==> src/hdl/coreDefs.sv <==
`default_nettype none

package coreDefs;

    // ----------------------------------------
    // Widths fixed by the ISA
    // ----------------------------------------

    // Data word and full memory address.
    localparam int WORD_W = 16;

    // Register index, eight registers.
    localparam int REG_ADDR_W = 3;
    localparam int REG_COUNT = 1 << REG_ADDR_W;

    // Word address inside one half of memory.
    localparam int PC_W = WORD_W - 1;

    // Signed immediate of the I format.
    localparam int IMM_W = 6;

    // ----------------------------------------
    // Instruction encoding
    // ----------------------------------------

    // Top nibble of every word; codes past HALT behave as NOP.
    typedef enum logic [3:0] {
        NOP  = 4'h0,
        ADD  = 4'h1,
        SUB  = 4'h2,
        AND  = 4'h3,
        XOR  = 4'h4,
        ADDI = 4'h5,
        LW   = 4'h6,
        SW   = 4'h7,
        BEQZ = 4'h8,
        HALT = 4'h9
    } opcode_e;

    // Register format, rd = rs op rt.
    typedef struct packed {
        opcode_e               opcode;
        logic [REG_ADDR_W-1:0] rd;
        logic [REG_ADDR_W-1:0] rs;
        logic [REG_ADDR_W-1:0] rt;
        logic [2:0]            unused;
    } rType_t;

    // Immediate format, shared by ADDI, LW, SW and BEQZ.
    typedef struct packed {
        opcode_e                 opcode;
        logic [REG_ADDR_W-1:0]   rd;
        logic [REG_ADDR_W-1:0]   rs;
        logic signed [IMM_W-1:0] imm;
    } iType_t;

    // One word, read in whichever format the opcode selects.
    typedef union packed {
        rType_t rFmt;
        iType_t iFmt;
    } instr_u;

    // ----------------------------------------
    // Pipeline and bus records
    // ----------------------------------------

    // Word handed from fetch to execute, with its pc + 1.
    typedef struct packed {
        instr_u          instr;
        logic [PC_W-1:0] pcNext;
    } fetchPkt_t;

    // Taken-branch redirect, valid for one cycle.
    typedef struct packed {
        logic            taken;
        logic [PC_W-1:0] target;
    } redirect_t;

    // Memory request; reads ignore wdata.
    typedef struct packed {
        logic [WORD_W-1:0] addr;
        logic [WORD_W-1:0] wdata;
        logic              write;
    } memReq_t;

endpackage

`default_nettype wire

==> src/hdl/core.sv <==
`timescale 1ns/10ps
`default_nettype none

module core (
    input  logic                        i_clk,
    input  logic                        i_reset,
    // Unified memory bus.
    output coreDefs::memReq_t           o_memReq,
    output logic                        o_memReqValid,
    input  logic                        i_memReqReady,
    input  logic                        i_memRspValid,
    input  logic [coreDefs::WORD_W-1:0] i_memRspData,
    // MCU handshake.
    input  logic                        i_pauseRequest,
    output logic                        o_paused,
    output logic                        o_halted
);

    import coreDefs::*;

    // Fetch to execute.
    fetchPkt_t fetchPkt;
    logic      fetchValid;
    logic      fetchReady;
    redirect_t redirect;

    // Stage requests to the controller.
    memReq_t           fetchReq;
    logic              fetchReqValid;
    logic              fetchGrant;
    logic              fetchRspValid;
    logic [WORD_W-1:0] fetchRspData;
    memReq_t           dataReq;
    logic              dataReqValid;
    logic              dataGrant;
    logic              dataRspValid;
    logic [WORD_W-1:0] dataRspData;

    // Register file ports.
    logic [REG_ADDR_W-1:0] rsAddr;
    logic [REG_ADDR_W-1:0] rtAddr;
    logic [WORD_W-1:0]     rsData;
    logic [WORD_W-1:0]     rtData;
    logic                  wrEn;
    logic [REG_ADDR_W-1:0] wrAddr;
    logic [WORD_W-1:0]     wrData;

    logic halted;
    logic fetchIdle;
    logic execIdle;
    logic pausedQ;

    // ----------------------------------------
    // Stages
    // ----------------------------------------

    fetchStage uFetch (
        .i_clk           (i_clk),
        .i_reset         (i_reset),
        .i_redirect      (redirect),
        .i_pauseRequest  (i_pauseRequest),
        .i_halted        (halted),
        .o_fetchReq      (fetchReq),
        .o_fetchReqValid (fetchReqValid),
        .i_fetchGrant    (fetchGrant),
        .i_fetchRspValid (fetchRspValid),
        .i_fetchRspData  (fetchRspData),
        .o_fetchPkt      (fetchPkt),
        .o_fetchValid    (fetchValid),
        .i_fetchReady    (fetchReady),
        .o_fetchIdle     (fetchIdle)
    );

    executeStage uExecute (
        .i_clk          (i_clk),
        .i_reset        (i_reset),
        .i_fetchPkt     (fetchPkt),
        .i_fetchValid   (fetchValid),
        .o_fetchReady   (fetchReady),
        .o_redirect     (redirect),
        .o_dataReq      (dataReq),
        .o_dataReqValid (dataReqValid),
        .i_dataGrant    (dataGrant),
        .i_dataRspValid (dataRspValid),
        .i_dataRspData  (dataRspData),
        .o_rsAddr       (rsAddr),
        .o_rtAddr       (rtAddr),
        .i_rsData       (rsData),
        .i_rtData       (rtData),
        .o_wrEn         (wrEn),
        .o_wrAddr       (wrAddr),
        .o_wrData       (wrData),
        .o_halted       (halted),
        .o_execIdle     (execIdle)
    );

    regFile uRegs (
        .i_clk    (i_clk),
        .i_reset  (i_reset),
        .i_rsAddr (rsAddr),
        .i_rtAddr (rtAddr),
        .o_rsData (rsData),
        .o_rtData (rtData),
        .i_wrEn   (wrEn),
        .i_wrAddr (wrAddr),
        .i_wrData (wrData)
    );

    coreMemController uMemCtrl (
        .i_clk           (i_clk),
        .i_reset         (i_reset),
        .i_fetchReq      (fetchReq),
        .i_fetchReqValid (fetchReqValid),
        .o_fetchGrant    (fetchGrant),
        .o_fetchRspValid (fetchRspValid),
        .o_fetchRspData  (fetchRspData),
        .i_dataReq       (dataReq),
        .i_dataReqValid  (dataReqValid),
        .o_dataGrant     (dataGrant),
        .o_dataRspValid  (dataRspValid),
        .o_dataRspData   (dataRspData),
        .o_memReq        (o_memReq),
        .o_memReqValid   (o_memReqValid),
        .i_memReqReady   (i_memReqReady),
        .i_memRspValid   (i_memRspValid),
        .i_memRspData    (i_memRspData)
    );

    // ----------------------------------------
    // Pause handshake
    // ----------------------------------------

    // Paused once both stages have drained.
    always_ff @(posedge i_clk) begin
        if (i_reset) begin
            pausedQ <= 1'b0;
        end else begin
            pausedQ <= i_pauseRequest & fetchIdle & execIdle;
        end
    end

    assign o_paused = pausedQ;
    assign o_halted = halted;

endmodule

`default_nettype wire

==> src/hdl/coreMemController.sv <==
`timescale 1ns/10ps
`default_nettype none

module coreMemController (
    input  logic                        i_clk,
    input  logic                        i_reset,
    // Fetch side.
    input  coreDefs::memReq_t           i_fetchReq,
    input  logic                        i_fetchReqValid,
    output logic                        o_fetchGrant,
    output logic                        o_fetchRspValid,
    output logic [coreDefs::WORD_W-1:0] o_fetchRspData,
    // Data side.
    input  coreDefs::memReq_t           i_dataReq,
    input  logic                        i_dataReqValid,
    output logic                        o_dataGrant,
    output logic                        o_dataRspValid,
    output logic [coreDefs::WORD_W-1:0] o_dataRspData,
    // Memory bus.
    output coreDefs::memReq_t           o_memReq,
    output logic                        o_memReqValid,
    input  logic                        i_memReqReady,
    input  logic                        i_memRspValid,
    input  logic [coreDefs::WORD_W-1:0] i_memRspData
);

    import coreDefs::*;

    // Owner kept while the bus stalls a request.
    logic lockQ;
    logic lockDataQ;

    // One read outstanding, and who asked for it.
    logic readPendQ;
    logic readDataQ;

    logic selData;
    logic selValid;
    logic accept;

    // ----------------------------------------
    // Arbitration
    // ----------------------------------------

    // Data wins unless a stalled fetch already owns the bus.
    assign selData  = lockQ ? lockDataQ : i_dataReqValid;
    assign selValid = selData ? i_dataReqValid : i_fetchReqValid;

    // Nothing new goes out until the read returns.
    assign o_memReqValid = selValid & ~readPendQ;
    assign o_memReq      = selData ? i_dataReq : i_fetchReq;
    assign accept        = o_memReqValid & i_memReqReady;

    assign o_dataGrant  = accept & selData;
    assign o_fetchGrant = accept & ~selData;

    always_ff @(posedge i_clk) begin
        if (i_reset) begin
            lockQ     <= 1'b0;
            lockDataQ <= 1'b0;
            readPendQ <= 1'b0;
            readDataQ <= 1'b0;
        end else begin
            lockQ     <= o_memReqValid & ~i_memReqReady;
            lockDataQ <= selData;
            // Writes get no response.
            if (accept && !o_memReq.write) begin
                readPendQ <= 1'b1;
                readDataQ <= selData;
            end else if (i_memRspValid) begin
                readPendQ <= 1'b0;
            end
        end
    end

    // Response steering.
    assign o_fetchRspValid = i_memRspValid & readPendQ & ~readDataQ;
    assign o_dataRspValid  = i_memRspValid & readPendQ & readDataQ;
    assign o_fetchRspData  = i_memRspData;
    assign o_dataRspData   = i_memRspData;

endmodule

`default_nettype wire

==> src/hdl/executeStage.sv <==
`timescale 1ns/10ps
`default_nettype none

module executeStage (
    input  logic                            i_clk,
    input  logic                            i_reset,
    // From fetch.
    input  coreDefs::fetchPkt_t             i_fetchPkt,
    input  logic                            i_fetchValid,
    output logic                            o_fetchReady,
    // Branch redirect.
    output coreDefs::redirect_t             o_redirect,
    // Data request and response.
    output coreDefs::memReq_t               o_dataReq,
    output logic                            o_dataReqValid,
    input  logic                            i_dataGrant,
    input  logic                            i_dataRspValid,
    input  logic [coreDefs::WORD_W-1:0]     i_dataRspData,
    // Register file.
    output logic [coreDefs::REG_ADDR_W-1:0] o_rsAddr,
    output logic [coreDefs::REG_ADDR_W-1:0] o_rtAddr,
    input  logic [coreDefs::WORD_W-1:0]     i_rsData,
    input  logic [coreDefs::WORD_W-1:0]     i_rtData,
    output logic                            o_wrEn,
    output logic [coreDefs::REG_ADDR_W-1:0] o_wrAddr,
    output logic [coreDefs::WORD_W-1:0]     o_wrData,
    // Status.
    output logic                            o_halted,
    output logic                            o_execIdle
);

    import coreDefs::*;

    // Load/store sequencer states.
    localparam logic [1:0] ST_IDLE  = 2'd0;
    localparam logic [1:0] ST_GRANT = 2'd1;
    localparam logic [1:0] ST_DATA  = 2'd2;

    logic [1:0]            stateQ;
    logic                  haltedQ;
    memReq_t               dataReqQ;
    logic [REG_ADDR_W-1:0] loadRdQ;

    instr_u            instr;
    opcode_e           op;
    logic [WORD_W-1:0] immExt;
    logic [WORD_W-1:0] dataAddr;
    logic [WORD_W-1:0] aluRes;
    logic              aluWrite;
    logic              isMem;
    logic              consume;

    // ----------------------------------------
    // Decode
    // ----------------------------------------

    assign instr  = i_fetchPkt.instr;
    assign op     = instr.rFmt.opcode;
    assign immExt = {{(WORD_W - IMM_W){instr.iFmt.imm[IMM_W-1]}}, instr.iFmt.imm};
    assign isMem  = (op == LW) || (op == SW);

    // rs sits in the same bits in both formats.
    assign o_rsAddr = instr.rFmt.rs;
    // A store reads its data from rd.
    assign o_rtAddr = (op == SW) ? instr.iFmt.rd : instr.rFmt.rt;

    // One instruction per cycle while idle.
    assign o_fetchReady = (stateQ == ST_IDLE) & ~haltedQ;
    assign consume      = i_fetchValid & o_fetchReady;

    // ----------------------------------------
    // ALU and branch
    // ----------------------------------------

    always_comb begin
        aluWrite = 1'b1;
        case (op)
            ADD:  aluRes = i_rsData + i_rtData;
            SUB:  aluRes = i_rsData - i_rtData;
            AND:  aluRes = i_rsData & i_rtData;
            XOR:  aluRes = i_rsData ^ i_rtData;
            ADDI: aluRes = i_rsData + immExt;
            default: begin
                aluRes   = '0;
                aluWrite = 1'b0;
            end
        endcase
    end

    // Taken BEQZ goes to pc + 1 + imm.
    assign o_redirect.taken  = consume & (op == BEQZ) & (i_rsData == '0);
    assign o_redirect.target = i_fetchPkt.pcNext + immExt[PC_W-1:0];

    // Data lives in the upper half.
    assign dataAddr = i_rsData + immExt;

    // ALU result now, or load data when it returns.
    assign o_wrEn   = (consume & aluWrite) | ((stateQ == ST_DATA) & i_dataRspValid);
    assign o_wrAddr = (stateQ == ST_DATA) ? loadRdQ : instr.rFmt.rd;
    assign o_wrData = (stateQ == ST_DATA) ? i_dataRspData : aluRes;

    // ----------------------------------------
    // Load/store FSM and halt
    // ----------------------------------------

    always_ff @(posedge i_clk) begin
        if (i_reset) begin
            stateQ  <= ST_IDLE;
            haltedQ <= 1'b0;
        end else begin
            case (stateQ)
                ST_IDLE: begin
                    if (consume && isMem) begin
                        stateQ <= ST_GRANT;
                    end
                    if (consume && (op == HALT)) begin
                        haltedQ <= 1'b1;
                    end
                end
                // A store ends at acceptance.
                ST_GRANT: begin
                    if (i_dataGrant) begin
                        stateQ <= dataReqQ.write ? ST_IDLE : ST_DATA;
                    end
                end
                ST_DATA: begin
                    if (i_dataRspValid) begin
                        stateQ <= ST_IDLE;
                    end
                end
                default: stateQ <= ST_IDLE;
            endcase
        end
    end

    // Request captured at consume, held until granted.
    always_ff @(posedge i_clk) begin
        if (consume && isMem) begin
            dataReqQ.addr  <= {1'b1, dataAddr[PC_W-1:0]};
            dataReqQ.wdata <= i_rtData;
            dataReqQ.write <= (op == SW);
            loadRdQ        <= instr.iFmt.rd;
        end
    end

    assign o_dataReq      = dataReqQ;
    assign o_dataReqValid = (stateQ == ST_GRANT);
    assign o_halted       = haltedQ;
    assign o_execIdle     = (stateQ == ST_IDLE);

endmodule

`default_nettype wire

==> src/hdl/fetchStage.sv <==
`timescale 1ns/10ps
`default_nettype none

module fetchStage (
    input  logic                        i_clk,
    input  logic                        i_reset,
    // Branch redirect from execute.
    input  coreDefs::redirect_t         i_redirect,
    // Pause and halt.
    input  logic                        i_pauseRequest,
    input  logic                        i_halted,
    // Instruction request to the controller.
    output coreDefs::memReq_t           o_fetchReq,
    output logic                        o_fetchReqValid,
    input  logic                        i_fetchGrant,
    // Instruction response.
    input  logic                        i_fetchRspValid,
    input  logic [coreDefs::WORD_W-1:0] i_fetchRspData,
    // Hand-off to execute.
    output coreDefs::fetchPkt_t         o_fetchPkt,
    output logic                        o_fetchValid,
    input  logic                        i_fetchReady,
    // Nothing in flight and nothing buffered.
    output logic                        o_fetchIdle
);

    import coreDefs::*;

    // Address of the next word to request.
    logic [PC_W-1:0] pcQ;

    // Request held until the controller grants it.
    logic            reqValidQ;
    logic            reqStaleQ;
    logic [PC_W-1:0] reqAddrQ;

    // Granted read still waiting for its response.
    logic rspPendQ;
    logic rspStaleQ;

    // One-entry instruction buffer.
    fetchPkt_t bufQ;
    logic      bufValidQ;

    logic drain;
    logic inFlight;
    logic issue;
    logic keepRsp;

    // ----------------------------------------
    // Issue and capture conditions
    // ----------------------------------------

    assign drain    = bufValidQ & i_fetchReady;
    // At most one word in flight, held or outstanding.
    assign inFlight = reqValidQ | rspPendQ;
    // New request once the buffer is free, or frees this cycle.
    assign issue    = ~inFlight & (~bufValidQ | drain) & ~i_pauseRequest
                    & ~i_halted & ~i_redirect.taken;
    // Stale words and words arriving with a redirect are dropped.
    assign keepRsp  = i_fetchRspValid & ~rspStaleQ & ~i_redirect.taken & ~i_halted;

    always_ff @(posedge i_clk) begin
        if (i_reset) begin
            pcQ       <= '0;
            reqValidQ <= 1'b0;
            reqStaleQ <= 1'b0;
            rspPendQ  <= 1'b0;
            rspStaleQ <= 1'b0;
            bufValidQ <= 1'b0;
        end else begin
            // Redirect wins over the sequential step.
            if (i_redirect.taken) begin
                pcQ <= i_redirect.target;
            end else if (issue) begin
                pcQ <= pcQ + 1'b1;
            end
            // A held request stays put, it only turns stale.
            if (issue) begin
                reqValidQ <= 1'b1;
                reqStaleQ <= 1'b0;
            end else if (i_fetchGrant || i_halted) begin
                reqValidQ <= 1'b0;
            end else if (i_redirect.taken) begin
                reqStaleQ <= 1'b1;
            end
            // Track the read in memory.
            if (i_fetchGrant) begin
                rspPendQ  <= 1'b1;
                rspStaleQ <= reqStaleQ | i_redirect.taken;
            end else begin
                if (i_fetchRspValid) begin
                    rspPendQ <= 1'b0;
                end
                if (i_redirect.taken) begin
                    rspStaleQ <= 1'b1;
                end
            end
            // Buffer fill and drain.
            if (keepRsp) begin
                bufValidQ <= 1'b1;
            end else if (drain || i_redirect.taken || i_halted) begin
                bufValidQ <= 1'b0;
            end
        end
    end

    // Payload.
    // pcQ already points past the word in flight.
    always_ff @(posedge i_clk) begin
        if (issue) begin
            reqAddrQ <= pcQ;
        end
        if (keepRsp) begin
            bufQ.instr  <= instr_u'(i_fetchRspData);
            bufQ.pcNext <= pcQ;
        end
    end

    // Code lives in the lower half.
    assign o_fetchReq.addr  = {1'b0, reqAddrQ};
    assign o_fetchReq.wdata = '0;
    assign o_fetchReq.write = 1'b0;
    assign o_fetchReqValid  = reqValidQ & ~i_halted;

    assign o_fetchPkt   = bufQ;
    assign o_fetchValid = bufValidQ;
    assign o_fetchIdle  = ~inFlight & ~bufValidQ;

endmodule

`default_nettype wire

==> src/hdl/regFile.sv <==
`timescale 1ns/10ps
`default_nettype none

module regFile (
    input  logic                            i_clk,
    input  logic                            i_reset,
    // Two read ports.
    input  logic [coreDefs::REG_ADDR_W-1:0] i_rsAddr,
    input  logic [coreDefs::REG_ADDR_W-1:0] i_rtAddr,
    output logic [coreDefs::WORD_W-1:0]     o_rsData,
    output logic [coreDefs::WORD_W-1:0]     o_rtData,
    // One write port.
    input  logic                            i_wrEn,
    input  logic [coreDefs::REG_ADDR_W-1:0] i_wrAddr,
    input  logic [coreDefs::WORD_W-1:0]     i_wrData
);

    import coreDefs::*;

    logic [WORD_W-1:0] regsQ [REG_COUNT];

    // Writes to r0 are dropped.
    always_ff @(posedge i_clk) begin
        if (i_reset) begin
            for (int i = 0; i < REG_COUNT; i++) begin
                regsQ[i] <= '0;
            end
        end else if (i_wrEn && (i_wrAddr != '0)) begin
            regsQ[i_wrAddr] <= i_wrData;
        end
    end

    // Asynchronous reads, r0 forced to zero.
    assign o_rsData = (i_rsAddr == '0) ? '0 : regsQ[i_rsAddr];
    assign o_rtData = (i_rtAddr == '0) ? '0 : regsQ[i_rtAddr];

endmodule

`default_nettype wire

==> config.mk <==
export PLATFORM = sky130hd
export DESIGN_NAME = core
export DESIGN_NICKNAME = d
export VERILOG_FILES = /design/src/hdl/coreDefs.sv /design/src/hdl/core.sv /design/src/hdl/coreMemController.sv /design/src/hdl/executeStage.sv /design/src/hdl/fetchStage.sv /design/src/hdl/regFile.sv
export SDC_FILE = /design/constraint.sdc
export NUM_CORES = 1
export LEC_CHECK = 0
export ABC_AREA = 1
export BUFFER_PORTS_ARGS = -buffer_cell sky130_fd_sc_hd__buf_2
export CAP_MARGIN = 20
export CORE_MARGIN = 2
export CORE_UTILIZATION = 40
export DETAILED_ROUTE_END_ITERATION = 16
export SLEW_MARGIN = 20
export SYNTH_ARGS = -nofsm -noshare
export SYNTH_HDL_FRONTEND = slang
export SYNTH_HIERARCHICAL = 1
export SYNTH_SLANG_ARGS = --single-unit
export TNS_END_PERCENT = 50
==> constraint.sdc <==
create_clock -name i_clk -period 7.7 [get_ports i_clk]
set_input_delay 1.54 -clock i_clk [delete_from_list [all_inputs] [get_ports i_clk]]
set_output_delay 1.54 -clock i_clk [all_outputs]
set_load 0.03 [all_outputs]
**Word level (Yosys, flattened, before mapping)**

Memories as Yosys holds them, arrays and structs flattened. A register that Yosys moved wholly into a read port is not among the register bits.
Index checks and enable logic that the tools add are counted.

- Memories: 1
- Output and inout bits: 36
- Bits in registers: 109
- Logic and storage cells: 144
- Input bits: 21
- Memory bits (writable): 128

Memory list:

| memory | depth | bits a word | rd ports | clocked after memory_dff | write ports | line | text |
|---|---|---|---|---|---|---|---|
| uRegs.regsQ | 8 | 16 | 2 | 1 | 8 | regFile.sv:20 | `logic [WORD_W-1:0] regsQ [REG_COUNT];` |

- Bitwise logic cells: 42
- Eq/ne operators: 14
- Add/subtract/negate cells: 5
- Multiplexer cells: 36
- Reductions and logical operators: 26

Operators with widths:

| kind | count |
|---|---|
| 16-bit one-hot mux with 5 select lines | 1 |
| 16-bit two-way mux | 4 |
| 33-bit two-way mux | 1 |
| 16-bit adder | 2 |
| 15-bit two-way mux | 2 |
| 1-bit bitwise AND | 25 |
| 1-bit two-way mux | 19 |
| 16-bit bitwise AND | 1 |
| 4-bit by 3-bit == test with 1-bit output, second input constant | 4 |
| 16-bit zero test | 1 |
| 16-bit OR reduction | 1 |
| 16-bit subtractor | 1 |
| 16-bit bitwise XOR | 1 |
| 15-bit by 1-bit adder with 15-bit output, second input constant | 1 |
| 15-bit adder | 1 |
| 3-bit two-way mux | 4 |
| 2-bit nonzero test | 6 |
| 1-bit inverter | 11 |
| 4-bit by 2-bit == test with 1-bit output, second input constant | 2 |
| 4-bit == test, second input constant | 2 |
| 2-bit two-way mux | 4 |
| 3-bit zero test | 2 |
| 2-bit one-hot mux with 3 select lines | 1 |
| 5-bit OR reduction | 1 |
| other kinds (14) | 25 |

**Logic depth before layout (Yosys ltp)**

Gate-level depths: netlist (run 1).

- Word-level depth: 11
- Mapped depth: 37
- Gate-level depth less buffers: 35

**Hierarchy**

Netlist (run 1), hierarchy kept.

By module, submodules not included:

| module | instances | sequential area each (µm²) | cells an instance | area an instance (µm²) |
|---|---|---|---|---|
| regFile | 1 | 3843.7 | 969 | 7687.4 |
| executeStage | 1 | 1111.1 | 748 | 5136.2 |
| fetchStage | 1 | 1781.7 | 265 | 2797.7 |
| coreMemController | 1 | 80.1 | 172 | 885.8 |
| core | 1 | 20.0 | 5 | 37.5 |

**Worst setup path before layout (run 1)**

OpenSTA, ideal clock, no wires.

- Kind: register -> register
- Start: register uFetch/o_fetchPkt[28] (netlist name)
- End: memory uRegs.regsQ[3][13], data pin
- Arrival: 3873 ps
- Required time: 7438 ps
- Cell stages (with the launch flop): 33
- Library setup time: 262 ps
- Slack: 3565 ps
- Cell sequence: edfxtp_1 buf_4 nand2_1 nor2_1 inv_1 nand2_1 o21ai_0 buf_4 buf_6 buf_6 o211ai_1 nand2_1 nand2_1 nand2_1 inv_1 ha_1 nand2_1 o31ai_4 nand2_1 a21oi_1 xor2_1 ha_1 nand2_1 nand2_1 o21bai_1 a21oi_1 nand3_1 nand3_1 nand3_1 nand2_1 nand2_1 inv_1 nor3_1

RTL lines:

| item | line |
|---|---|
| end: declaration | regFile.sv:20 |

==> results of run 1 <==
-- cell type report --
cell class | instances | area share, %
multi-input cells | 1523 | 44.0
repair buffers | 73 | 2.40
inverters | 295 | 6.25
clock buffers | 35 | 4.28
well taps | 532 | 3.76
flip-flops and latches | 237 | 38.6
clock inverters | 17 | 0.706
-- final timing paths --
| check | startpoint | end | slack (ns) | cells after the start |
|---|---|---|---|---|
| worst max-delay path | uFetch/o_fetchPkt[28]$_DFFE_PP_ | uRegs/regsQ[3][13]$_SDFFCE_PN0P_ | 1.94 | 29 |
| worst min-delay path | uFetch/o_fetchPkt[24]$_DFFE_PP_ | uExecute/loadRdQ[0]$_DFFE_PP_ | 0.44 | 0 |
| worst max register to register | uFetch/o_fetchPkt[28]$_DFFE_PP_ | uRegs/regsQ[3][13]$_SDFFCE_PN0P_ | 1.94 | 29 |
| worst min register to register | uFetch/o_fetchPkt[24]$_DFFE_PP_ | uExecute/loadRdQ[0]$_DFFE_PP_ | 0.44 | 0 |
-- cell usage after synthesis (5+ instances only) --
cell type / instances
nand3_2: 6
nand3b_1: 12
nor2_1: 175
and2_1: 5
dfxtp_1: 28
ha_1: 62
o21ai_0: 34
clkbuf_1: 6
nand4_1: 16
nand2_1: 702
buf_6: 18
o211ai_1: 52
nand2_2: 24
a21oi_1: 61
a22o_1: 8
nor3_1: 40
nand3_1: 163
buf_4: 69
o21ai_1: 11
buf_2: 39
xor2_1: 23
xnor2_1: 13
edfxtp_1: 209
inv_2: 18
nor2_2: 21
inv_1: 277
nand4_4: 5
a31oi_1: 5
-- state kept, by name, summed over array words and instances, names as in the netlist --
register             cells
uRegs/regsQ            128
uExecute/o_dataReq      32
uFetch/o_fetchPkt       31
uFetch/pcQ              15
uFetch/reqAddrQ         15
uExecute/loadRdQ         3
uExecute/stateQ          2
o_paused                 1
uExecute/o_halted        1
uFetch/o_fetchValid      1
uFetch/reqStaleQ         1
uFetch/reqValidQ         1
uFetch/rspPendQ          1
uFetch/rspStaleQ         1
uMemCtrl/lockDataQ       1
uMemCtrl/lockQ           1
uMemCtrl/readDataQ       1
uMemCtrl/readPendQ       1
-- critical path, delay by kind of cell, from the launching register on --
family                   cells  cell delay [ns]
AO/OA/AOI/OAI                6             1.16
flip-flops                   1             0.60
buffers and inverters        5             1.42
adder cells (fa/ha/maj)      2             0.48
AND/OR/NAND/NOR             15             1.62
XOR/XNOR                     1             0.18
-- metal layers --
| metal | share of wire, % | wire (um) |
|---|---|---|
| met2 | 47 | 23700 |
| met1 | 44 | 22100 |
| met5 | 0 | 0 |
| met3 | 6.4 | 3240 |
| met4 | 3.2 | 1610 |
-- per-stage QoR --
stage	cell area [um2]	std cells	setup slack (ns)	hold slack, ns	utilization, %
after global routing	17700	2712	1.42	0.456	43.4
after global placement	16800	2658	2.04	0.435	41.2
after floorplan	16700	2191	3.56	0.426	-
after detailed placement	16800	2659	1.98	0.438	41.2
after CTS	17700	2711	1.96	0.446	43.3
final	17700	2712	1.94	0.445	43.4
-- cells by family after synthesis --
kind of cell	count (synthesis)	share of synthesized area, %
and+or+nand+nor	1194	31.7
buffers and inverters	431	12.5
DFF	237	41.3
AOI/OAI and AO/OA	189	7.12
adders and majority gates	65	5.05
xor gates and xnor gates	40	2.30
other	3	0.0681
-- power by group through the flow --
stage	registers (mW)	clock network, mW	logic (mW)
after global routing	1.46	1.36	0.375
final	1.45	1.29	0.338
after detailed placement	1.48	0	0.334
after CTS	1.45	1.32	0.335
after global placement	1.48	0	0.330
after floorplan	1.47	0	0.255
==> metrics.txt, run 1 <==
biggest area consumer among synthesized cells edfxtp_1; multi-input logic area 7800 um2; fmax 174 MHz; Via Count 14.1k; Critical Path Max Stage Delay 0.65 ns; post-DP HPWL 35.3 mm; ANT cells 0; antenna violations before repair 0; grt met3 use 2.31%; clk slew on worst S/H paths 0.06 ns; clock root cell clkbuf_16; PostCTS Resize Cnt 0; worst-margin pin slew 1.10 ns; register area share after synthesis 41.3%; global-route wire length before repair 79.1 mm; CTS buffer count 28; Antenna Nets Post-Route 0; startpoint types register; GP Congestion 0.937; M2 GR Usage 38.7%; largest cells by area after synthesis edfxtp_1 38%, nand2_1 16%, inv_1 6.3%; switch share 26.5%; I/O Buffers 56; H-Tree Depth 1; class of the worst hold path reg2reg; P_sw 815 uW; M1 GR Usage 32.0%; Async S/R FF share, synth 0%; Filler Cell Count 4108; Crit Path Category reg2reg; TritonCTS clock tree yes; starting density of the core 40.5%; vias per cell 5.20; register cell area after layout 6840 um2; largest net degree at the start of global routing 66; most frequent CP cell nand2_1; gr usage total 23.4%; Synth Cell Area 16500 um2; #FFs+latches synth 237; Post-CTS Hold Buffers 0; Slew Viols, Final 0; most used routing layer met2; Area Overhead vs Synth 7.10%; most frequent cells in the layout 702 x nand2_1, 277 x inv_1, 209 x edfxtp_1; RSZ-0062 raised after global routing false; clock skew 0.0306 ns; Peak supply drop 0.153 mV; Top FF cell, synth edfxtp_1; leakage power total 8.07 nW; total die area 43000 um2; CTS sink cnt 237; clock buffer depth 3; Gate power share 11.0%; hold violation count in the final report 0; Cell Pwr Density 174 nW/um2; vias in the first global route 13.7k; Distinct cells, synth 50; post-synthesis cell count 2159; Reg power frac 47.2%; part of the cycle the worst path needs 74.8%; layout cells sized above 1 10.3%; setup violators final 0; status finished, final reports clean; post-CTS setup repair buffer count 0; Pint 2.26 mW; Final #Nets 2244; routed wire length 50.6 mm; Post-synth EDFFs 209; total grt overflow 0; share of the synthesized area in the top cell type 37.9%; CORE AREA 40800 um2; crit path time final 5.76 ns; number of cell rows 74; CP max FO 34; Die Span Y 207 um; clock latency on the worst-skew pair 0.58 ns; max-cap violations 0; total design power 3.08 mW; WL per Instance 18.7 um; clock power share 41.8%; most common cell after layout, fill and taps aside nand2_1; synthesized area per cell 7.66 um2; Syn. warnings 6; Initial DRT Pass Iterations 5; CP required 8.01 ns; io pins 57; chip width 207 um; CP max-delay cell inv_2; nature of the critical path endpoint register; Fin Setup TNS 0 ns; Critical Path AT 6.07 ns; drt drc 0; Rel. slew slack 26.8%; Initial DRC Count 1217
No activity file was read; power rests on OpenSTA's default activity.
==> run 2, diff against run 1 <==
==> constraint.sdc (replaced) <==
create_clock -name i_clk -period 5.7 [get_ports i_clk]
set_input_delay 1.14 -clock i_clk [delete_from_list [all_inputs] [get_ports i_clk]]
set_output_delay 1.14 -clock i_clk [all_outputs]
set_load 0.03 [all_outputs]
==> metrics.txt, run 2 (same netlist as run 1, synthesis figures left out) <==
status finished, final reports clean; ANT cells 0; RR Startpoint uFetch/o_fetchPkt[30]$_DFFE_PP_; TritonCTS clock tree yes; vias in the first global route 13.5k; dpl cell area 17000 um2; clock buffer depth 3; Final #Nets 2263; PostCTS Resize Cnt 0; CP max FO 21; Crit Path Category reg2reg; most used routing layer met2; max-cap violations 0; Antenna Nets Post-Route 0; layout cells sized above 1 11.0%; clk slew on worst S/H paths 0.06 ns; Top reg by flops uRegs/regsQ; Filler Cell Count 4173; total grt overflow 0; most frequent cells in the layout 702 x nand2_1, 277 x inv_1, 209 x edfxtp_1; startpoint types register; worst-margin pin slew 1.18 ns; M2 GR Usage 38.7%; Initial DRT Pass Iterations 5; post-CTS setup repair buffer count 0; Fin Setup TNS 0 ns; Area Overhead vs Synth 8.31%; RSZ-0062 raised after global routing false; routed wire length 50.8 mm; crit path time final 4.97 ns; nature of the critical path endpoint register; starting density of the core 40.5%; Die Span Y 207 um; clock root cell clkbuf_16; CP max-delay cell edfxtp_1; antenna violations before repair 0; multi-input logic area 7800 um2; WL per Instance 18.6 um; Critical Path AT 5.27 ns; CTS buffer count 29; Initial DRC Count 1212; H-Tree Depth 1; global-route wire length before repair 78.0 mm; drt drc 0; register cell area after layout 6840 um2; most frequent CP cell nand2_1; post-DP HPWL 36.0 mm; Via Count 14.2k; design area 17900 um2; critical hold path startpoint uFetch/o_fetchPkt[25]$_DFFE_PP_; fmax 201 MHz; grt met3 use 2.54%; Cell Pwr Density 238 nW/um2; gr usage total 23.1%; Largest register FFs 128; CP required 6.01 ns; Rel. slew slack 21.4%; most common cell after layout, fill and taps aside nand2_1; Peak supply drop 0.216 mV; M1 GR Usage 30.9%; CTS sink cnt 237; part of the cycle the worst path needs 87.1%; clock latency on the worst-skew pair 0.58 ns; largest net degree at the start of global routing 58; setup violators final 0; Slew Viols, Final 0; clock skew 0.0193 ns; io pins 57; Critical Path Max Stage Delay 0.43 ns; hold violation count in the final report 0; class of the worst hold path reg2reg; CP Launch Point uFetch/o_fetchPkt[30]$_DFFE_PP_; CORE AREA 40800 um2; GP Congestion 0.921; vias per cell 5.20; chip width 207 um; Post-CTS Hold Buffers 0; number of cell rows 74; leakage power total 8.19 nW; I/O Buffers 56; total die area 43000 um2
==> run 2: final cells by class <==
type | count | area share (%)
inverters | 295 | 6.18
flip-flops and latches | 237 | 38.2
well taps | 532 | 3.71
clock inverters | 15 | 0.587
clock buffers | 39 | 4.66
repair buffers | 91 | 3.17
multi-input cells | 1523 | 43.5
==> run 2: critical path, delay by kind of cell (launching register included) <==
family                   cells  cell delay [ns]
AO/OA/AOI/OAI                4             0.70
AND/OR/NAND/NOR             15             1.63
XOR/XNOR                     1             0.15
flip-flops                   1             0.43
buffers and inverters        8             1.25
adder cells (fa/ha/maj)      2             0.50
==> run 2: path summary, 6_finish.rpt <==
kind / to / slack (ns) / depth (start not counted)
setup / recovery: uRegs/regsQ[3][9]$_SDFFCE_PN0P_ / 0.73 / 30
setup reg to reg: uRegs/regsQ[3][9]$_SDFFCE_PN0P_ / 0.73 / 30
hold reg to reg: uExecute/loadRdQ[1]$_DFFE_PP_ / 0.46 / 0
hold / removal: uExecute/loadRdQ[1]$_DFFE_PP_ / 0.46 / 0
==> run 2: per-layer routing <==
metal,part of all wire [%],wire [um],vias to the layer above
met5,0,0,-
met4,3.7,1890,0
met3,6.6,3370,97
met2,47,23600,551
met1,43,21900,6644
li1,-,-,6928
==> run 2: per-stage QoR <==
step	setup WS [ns]	power [mW]	std cells	utilization [%]	hold slack, ns
after floorplan	1.56	2.34	2191	-	0.426
after global routing	0.363	4.41	2732	43.9	0.469
after CTS	0.781	4.29	2731	43.8	0.465
after detailed placement	0.809	2.46	2677	41.5	0.448
final	0.735	4.26	2732	43.9	0.463
after global placement	0.850	2.45	2677	41.5	0.443
==> run 2: power by group <==
part / internal (mW) / switching [mW] / leakage [nW]
registers: 1.94 / 0.0251 / 2.29
logic: 0.131 / 0.329 / 5.44
clock network: 1.07 / 0.768 / 0.466
